File: src/common/memPkg.sv
`default_nettype none

package memPkg;

    localparam int ADDR_W = 32;
    localparam int WORD_W = 32;
    localparam int BYTE_W = 8;

    // lanes held in the partial word; the top lane comes live from the RAM
    localparam int PART_W = WORD_W - BYTE_W;

    // transfer length in bytes
    typedef logic [2:0] len_t;

    localparam len_t LEN_BYTE = 3'd1;
    localparam len_t LEN_HALF = 3'd2;
    localparam len_t LEN_WORD = 3'd4;

    // byte stage within a transfer, 0 to 4
    typedef logic [2:0] stage_t;

    // who owns the memory port right now
    typedef enum logic [1:0] {
        IDLE,
        FETCH,
        LOAD,
        STORE
    } owner_t;

    // data cache request, held steady until done
    typedef struct packed {
        logic [ADDR_W-1:0] addr;
        logic [WORD_W-1:0] data;
        len_t              len;
        logic              isStore;
    } memReq_t;

    // byte-wide RAM port
    typedef struct packed {
        logic              en;
        logic              write;
        logic [ADDR_W-1:0] addr;
        logic [BYTE_W-1:0] data;
    } memPort_t;

endpackage

`default_nettype wire
File: src/verilog/memSubsystem.sv
`timescale 1ns/1ns
`default_nettype none

module memSubsystem (
    input  wire                          i_clk,
    input  wire                          i_rst,
    input  wire                          i_rdy,
    input  wire                          i_ioFull,
    input  wire                          i_fetchEn,
    input  wire [memPkg::ADDR_W-1:0]     i_fetchAddr,
    output logic                         o_fetchDone,
    output logic [memPkg::WORD_W-1:0]    o_fetchInst,
    input  wire                          i_dcEn,
    input  wire memPkg::memReq_t         i_dcReq,
    output logic                         o_dcDone,
    output logic [memPkg::WORD_W-1:0]    o_dcData,
    input  wire [memPkg::BYTE_W-1:0]     i_memData,
    output memPkg::memPort_t             o_mem
);

    wire                        latch;
    wire                        grantData;
    wire                        advance;
    wire memPkg::owner_t        owner;
    wire memPkg::stage_t        stage;
    wire                        memEn;
    wire                        memWrite;
    wire memPkg::memReq_t       req;
    wire [memPkg::ADDR_W-1:0]   memAddr;
    wire [memPkg::BYTE_W-1:0]   memByte;

    memCtrlFsm i_fsm (
        .i_clk       (i_clk),
        .i_rst       (i_rst),
        .i_rdy       (i_rdy),
        .i_ioFull    (i_ioFull),
        .i_fetchEn   (i_fetchEn),
        .i_dcEn      (i_dcEn),
        .i_dcIsStore (i_dcReq.isStore),
        .i_len       (req.len),
        .o_latch     (latch),
        .o_grantData (grantData),
        .o_advance   (advance),
        .o_owner     (owner),
        .o_stage     (stage),
        .o_memEn     (memEn),
        .o_memWrite  (memWrite),
        .o_fetchDone (o_fetchDone),
        .o_dcDone    (o_dcDone)
    );

    memReqLatch i_reqLatch (
        .i_clk       (i_clk),
        .i_rst       (i_rst),
        .i_latch     (latch),
        .i_grantData (grantData),
        .i_dcReq     (i_dcReq),
        .i_fetchAddr (i_fetchAddr),
        .o_req       (req)
    );

    byteAssembler i_assembler (
        .i_clk       (i_clk),
        .i_rst       (i_rst),
        .i_advance   (advance),
        .i_owner     (owner),
        .i_stage     (stage),
        .i_len       (req.len),
        .i_memData   (i_memData),
        .o_fetchInst (o_fetchInst),
        .o_dcData    (o_dcData)
    );

    storeSlicer i_slicer (
        .i_req     (req),
        .i_stage   (stage),
        .o_memAddr (memAddr),
        .o_memByte (memByte)
    );

    assign o_mem = '{en: memEn, write: memWrite, addr: memAddr, data: memByte};

endmodule

`default_nettype wire

File: src/memctrl/storeSlicer.sv
`timescale 1ns/1ns
`default_nettype none

module storeSlicer (
    input  wire memPkg::memReq_t         i_req,
    input  wire memPkg::stage_t          i_stage,
    output logic [memPkg::ADDR_W-1:0]    o_memAddr,
    output logic [memPkg::BYTE_W-1:0]    o_memByte
);

    // one byte per stage, walking up from the base address
    assign o_memAddr = i_req.addr + memPkg::ADDR_W'(i_stage);

    // little endian, stage 0 is the low byte
    always_comb begin
        case (i_stage[1:0])
            2'd0: o_memByte = i_req.data[7:0];
            2'd1: o_memByte = i_req.data[15:8];
            2'd2: o_memByte = i_req.data[23:16];
            default: o_memByte = i_req.data[31:24];
        endcase
    end

endmodule

`default_nettype wire

File: src/memctrl/byteAssembler.sv
`timescale 1ns/1ns
`default_nettype none

module byteAssembler (
    input  wire                          i_clk,
    input  wire                          i_rst,
    input  wire                          i_advance,
    input  wire memPkg::owner_t          i_owner,
    input  wire memPkg::stage_t          i_stage,
    input  wire memPkg::len_t            i_len,
    input  wire [memPkg::BYTE_W-1:0]     i_memData,
    output logic [memPkg::WORD_W-1:0]    o_fetchInst,
    output logic [memPkg::WORD_W-1:0]    o_dcData
);

    logic [memPkg::PART_W-1:0] partial;
    logic [memPkg::WORD_W-1:0] word;

    logic isRead;
    logic readDone;

    assign isRead = (i_owner == memPkg::FETCH) || (i_owner == memPkg::LOAD);
    assign readDone = i_advance && isRead && (i_stage == i_len);

    // byte k arrives while stage is k+1
    always_ff @(posedge i_clk) begin
        if (i_rst) begin
            partial <= '0;
        end else if (i_advance && isRead && (i_stage != i_len)) begin
            case (i_stage)
                3'd1: partial[7:0] <= i_memData;
                3'd2: partial[15:8] <= i_memData;
                3'd3: partial[23:16] <= i_memData;
                default: partial <= partial;
            endcase
        end
    end

    // last byte merged live, lanes above zero filled
    always_comb begin
        case (i_len)
            memPkg::LEN_BYTE: word = {24'd0, i_memData};
            memPkg::LEN_HALF: word = {16'd0, i_memData, partial[7:0]};
            default: word = {i_memData, partial};
        endcase
    end

    assign o_fetchInst = (readDone && (i_owner == memPkg::FETCH)) ? word : '0;
    assign o_dcData = (readDone && (i_owner == memPkg::LOAD)) ? word : '0;

endmodule

`default_nettype wire

File: src/memctrl/memReqLatch.sv
`timescale 1ns/1ns
`default_nettype none

module memReqLatch (
    input  wire                          i_clk,
    input  wire                          i_rst,
    input  wire                          i_latch,
    input  wire                          i_grantData,
    input  wire memPkg::memReq_t         i_dcReq,
    input  wire [memPkg::ADDR_W-1:0]     i_fetchAddr,
    output memPkg::memReq_t              o_req
);

    memPkg::memReq_t fetchReq;
    memPkg::memReq_t req;

    // an instruction fetch is always a four byte read
    always_comb begin
        fetchReq.addr = i_fetchAddr;
        fetchReq.data = '0;
        fetchReq.len = memPkg::LEN_WORD;
        fetchReq.isStore = 1'b0;
    end

    // held for the whole transfer so requesters are free after done
    always_ff @(posedge i_clk) begin
        if (i_rst) begin
            req <= '0;
        end else if (i_latch) begin
            if (i_grantData) begin
                req <= i_dcReq;
            end else begin
                req <= fetchReq;
            end
        end
    end

    assign o_req = req;

endmodule

`default_nettype wire

File: src/memctrl/memCtrlFsm.sv
`timescale 1ns/1ns
`default_nettype none

module memCtrlFsm (
    input  wire               i_clk,
    input  wire               i_rst,
    input  wire               i_rdy,
    input  wire               i_ioFull,
    input  wire               i_fetchEn,
    input  wire               i_dcEn,
    input  wire               i_dcIsStore,
    input  wire memPkg::len_t i_len,
    output logic              o_latch,
    output logic              o_grantData,
    output logic              o_advance,
    output memPkg::owner_t    o_owner,
    output memPkg::stage_t    o_stage,
    output logic              o_memEn,
    output logic              o_memWrite,
    output logic              o_fetchDone,
    output logic              o_dcDone
);

    memPkg::owner_t owner;
    memPkg::stage_t stage;
    memPkg::stage_t nextStage;
    memPkg::stage_t lastWrite;

    logic advance;
    logic isRead;
    logic readDone;
    logic writeDone;

    // frozen whenever the cpu pauses or the io buffer is full
    assign advance = i_rdy && !i_ioFull;

    assign isRead = (owner == memPkg::FETCH) || (owner == memPkg::LOAD);

    assign nextStage = memPkg::stage_t'(stage + 3'd1);
    assign lastWrite = memPkg::stage_t'(i_len - 3'd1);

    // reads finish one stage after the last address, when the final byte is back
    assign readDone = isRead && (stage == i_len);

    // writes finish on the cycle of the last byte write
    assign writeDone = (owner == memPkg::STORE) && (stage == lastWrite);

    // data cache has priority over fetch
    assign o_grantData = i_dcEn;
    assign o_latch = advance && (owner == memPkg::IDLE) && (i_fetchEn || i_dcEn);

    always_ff @(posedge i_clk) begin
        if (i_rst) begin
            owner <= memPkg::IDLE;
            stage <= '0;
        end else if (advance) begin
            case (owner)
                memPkg::IDLE: begin
                    stage <= '0;
                    if (i_dcEn) begin
                        owner <= i_dcIsStore ? memPkg::STORE : memPkg::LOAD;
                    end else if (i_fetchEn) begin
                        owner <= memPkg::FETCH;
                    end
                end
                memPkg::FETCH,
                memPkg::LOAD: begin
                    if (readDone) begin
                        owner <= memPkg::IDLE;
                        stage <= '0;
                    end else begin
                        stage <= nextStage;
                    end
                end
                memPkg::STORE: begin
                    if (writeDone) begin
                        owner <= memPkg::IDLE;
                        stage <= '0;
                    end else begin
                        stage <= nextStage;
                    end
                end
                default: begin
                    owner <= memPkg::IDLE;
                    stage <= '0;
                end
            endcase
        end
    end

    // en stays low while frozen so the RAM keeps its read register
    assign o_memEn = advance && ((isRead && (stage != i_len)) || (owner == memPkg::STORE));
    assign o_memWrite = advance && (owner == memPkg::STORE);

    assign o_fetchDone = advance && readDone && (owner == memPkg::FETCH);
    assign o_dcDone = advance && ((readDone && (owner == memPkg::LOAD)) || writeDone);

    assign o_advance = advance;
    assign o_owner = owner;
    assign o_stage = stage;

endmodule

`default_nettype wire

File: config.mk
export PLATFORM = sky130hd
export DESIGN_NAME = memSubsystem
export DESIGN_NICKNAME = d
export VERILOG_FILES = /design/src/common/memPkg.sv /design/src/verilog/memSubsystem.sv /design/src/memctrl/storeSlicer.sv /design/src/memctrl/byteAssembler.sv /design/src/memctrl/memReqLatch.sv /design/src/memctrl/memCtrlFsm.sv
export SDC_FILE = /design/constraint.sdc
export NUM_CORES = 1
export LEC_CHECK = 0
export ABC_AREA = 1
export ABC_CLOCK_PERIOD_IN_PS = 3700
export BUFFER_PORTS_ARGS = -buffer_cell sky130_fd_sc_hd__buf_2
export CAP_MARGIN = 20
export CORE_AREA = 2 2 119 121
export DETAILED_ROUTE_END_ITERATION = 8
export DIE_AREA = 0 0 121 123
export PLACE_DENSITY = 0.79
export SYNTH_ARGS = -nofsm -noshare
export SYNTH_HDL_FRONTEND = slang
export SYNTH_SLANG_ARGS = --single-unit
File: constraint.sdc
create_clock -name i_clk -period 3.7 [get_ports i_clk]
set_input_delay 0.74 -clock i_clk [delete_from_list [all_inputs] [get_ports i_clk]]
set_output_delay 0.74 -clock i_clk [all_outputs]
set_load 0.1 [all_outputs]
==> results.json <==
{
  "status": "complete, no violations",
  "setup_viol": 0,
  "synth_ff_type": "dfxtp_1",
  "netlist_area_um2": 5892,
  "row_count": 43,
  "p_total_mw": 2.858,
  "routed_via_density": 5.234,
  "setup_ws_ns": 0.3944,
  "coreArea_um2": 13610,
  "finalCriticalPeriod_ns": 3.306,
  "worstSkewPairLatency_ns": 0.34,
  "grt.busiest_layer": "met2",
  "p_clk_share_pct": 38.3,
  "leakage_nw": 3.205,
  "synth.avg_cell_area_um2": 7.082,
  "grt_pass1_vias": 5651,
  "postCtsResizedCells": 0,
  "p_sw_mw": 0.9444,
  "synth_top_cell_by_area": "dfxtp_1",
  "drtIter0Drc": 506,
  "die_h_um": 123,
  "synth_cells": 832,
  "met3_usage_pct": 3.552,
  "yosysWarningCount": 0,
  "ios": 222,
  "syn_to_final_growth_pct": 24.23,
  "max_stage_delay_ns": 0.45,
  "diodes": 0,
  "crit_path_max_fanout": 7,
  "drv_slew": 0,
  "path_class": "register to output port",
  "final.setup_skew_ns": 0.006266,
  "floorplan.initialDensity_pct": 43.29,
  "track_usage_pct": 21.73,
  "cp.required_ns": 2.96,
  "drtAntennaViolNets": 0,
  "max_freq_ghz": 0.3025,
  "gp_congestion": 0.9195,
  "dr.pass1.iters": 5,
  "cts-root-buf": "clkbuf_16",
  "powerDensity_nw_per_um2": 390.4,
  "peakVddDrop_v": 0.0002136,
  "drc": 0,
  "cp_slowest_cell": "dfxtp_1",
  "clock-sinks": 96,
  "grt-ovfl-total": 0,
  "ys_ff_latch": 96,
  "postRouteWirelength_um": 16680,
  "port_buffers": 221,
  "grtUsageMet1_pct": 26.62,
  "clockBufferDepth": 2,
  "power_frac_comb_pct": 22.4,
  "grt_first_pass_wirelength_um": 26350,
  "cts_tree": "built",
  "grt_max_degree": 73,
  "cts_hold_buf": 0,
  "synth_most_common_cell": "nand2_1",
  "stdcell_area_um2": 7320,
  "hp-class": "register to register",
  "hpwl_um": 12350,
  "clk_pin_slew_ns": 0.07,
  "netlist.area_leader.share_pct": 32.62,
  "cp_common_cell": "nand2_1",
  "ys_seq_area_share_pct": 32.62,
  "cts_made_buffers": 9,
  "startpoint_type": "register",
  "post_cts_buffers": 0,
  "nets": 1144,
  "antenna_found_initial": 0,
  "wl_per_cell_um": 13.91,
  "ys_types": 37,
  "synth-async-reset-ratio_pct": 0,
  "switching_share_pct": 33.05,
  "synthTopCellsByCount": "nand2_1, dfxtp_1, a21oi_1",
  "final_hold_viol_count": 0,
  "synth_edf_count": 0,
  "die_w_um": 121,
  "syn-num-nets": 962,
  "worst_pin_slew_ns": 0.8666,
  "max_cap_viol_count": 0,
  "fin_crit_sh_pct": 89.34,
  "crit_chain": "ha_1 -> fa_1 -> nand2_1 -> nand2_1 -> nand3_2 -> nor2_1 -> nand4_1 -> xnor2_1 -> buf_2",
  "ctsHtreeMaxLevel": 3,
  "dieArea_um2": 14880,
  "fin_hold_ws_ns": 0.4650,
  "seqPwrFrac_pct": 39.3,
  "dp_slack_ns": 0.7616,
  "relSlewSlack_pct": 42.16,
  "synth_area_leaders": "dfxtp_1, nand2_1, a21oi_1",
  "crit_path_end_kind": "output port",
  "dr_total_vias": 6276,
  "place_area_um2": 6965,
  "use_met2_pct": 38.52,
  "rsz0062_at_grt": "false",
  "intPower_mw": 1.913,
  "worstPathArrival_ns": 2.57,
  "drive_above_1_share_pct": 29.05,
  "finalSetupTns_ns": 0
}
-- final cells by class --
class	count	area, um2
Tap cell	180	225.2
Sequential cell	96	1922
Clock buffer	10	239.0
Clock inverter	6	115.1
Inverter	53	201.4
Timing Repair Buffer	229	1179
Multi-Input combinational cell	625	3438
Fill cell	1330	6292
-- placed cells by master (no fill, tap or decap), types with 10 or more instances in the layout --
master,instances
a22oi_1,16
nand4_1,29
nor3_1,19
nand2_1,199
nor2_1,63
dfxtp_1,96
nand3_1,51
o21ai_0,35
ha_1,15
a21oi_1,70
xnor2_1,10
inv_1,45
nor3_2,26
a31oi_1,32
buf_2,221
xor2_1,19
-- registers in the layout (all words and copies together) (netlist names) --
signal	count
i_assembler.partial	24
i_fsm.o_owner	2
i_fsm.o_stage	3
i_reqLatch.o_req	67
-- cell families (layout without fill, tap and decap cells) --
family,after synthesis,in the layout,synth area share [%]
adders and majority gates,16,16,3.525
buffers and inverters,111,298,9.025
and+or+nand+nor,406,406,33.55
AOI/OAI and AO/OA,173,173,16.69
xor gates and xnor gates,30,30,4.587
DFF,96,96,32.62
-- through the flow --
step	instances	util, %
5_1_grt	1199	53.77
6_report	1199	53.77
4_1_cts	1199	53.77
2_1_floorplan	832	-
3_5_place_dp	1183	51.17
3_3_place_gp	1183	51.17
-- layer usage --
metal	share of wire, %	wire length (um)
met5	0	0
met4	2.4	394
met3	6.4	1068
met2	48	8015
met1	43	7205
-- power by group through the flow --
stage                     Clock, mW  Combinational [mW]  Sequential, mW
after CTS                      1.11               0.640            1.12
after detailed placement          0               0.638            1.15
final                          1.09               0.640            1.12
after global routing           1.15               0.685            1.13
after global placement            0               0.634            1.15
after floorplan                   0               0.504            1.13
-- worst max-delay path: cells and delay by family, from the launching register on --
| kind | cells | cell delay, ns |
|---|---|---|
| adders and majority gates | 2 | 0.44 |
| buffers and inverters | 1 | 0.45 |
| and+or+nand+nor | 5 | 0.72 |
| DFF | 1 | 0.45 |
| xor gates and xnor gates | 1 | 0.17 |
-- worst paths after layout --
path	cells past startpoint	to	slack, ns	start
hold reg to reg	2	i_assembler.partial[6]$_SDFFE_PP0P_	0.46	i_assembler.partial[6]$_SDFFE_PP0P_
hold / removal	2	i_assembler.partial[6]$_SDFFE_PP0P_	0.46	i_assembler.partial[6]$_SDFFE_PP0P_
setup reg to reg	5	i_assembler.partial[23]$_SDFFE_PP0P_	1.51	i_fsm.o_stage[1]$_SDFFE_PP0N_
setup / recovery	9	o_mem[32]	0.39	i_fsm.o_stage[0]$_SDFFE_PP0N_
(Power assumes the default switching activity.)
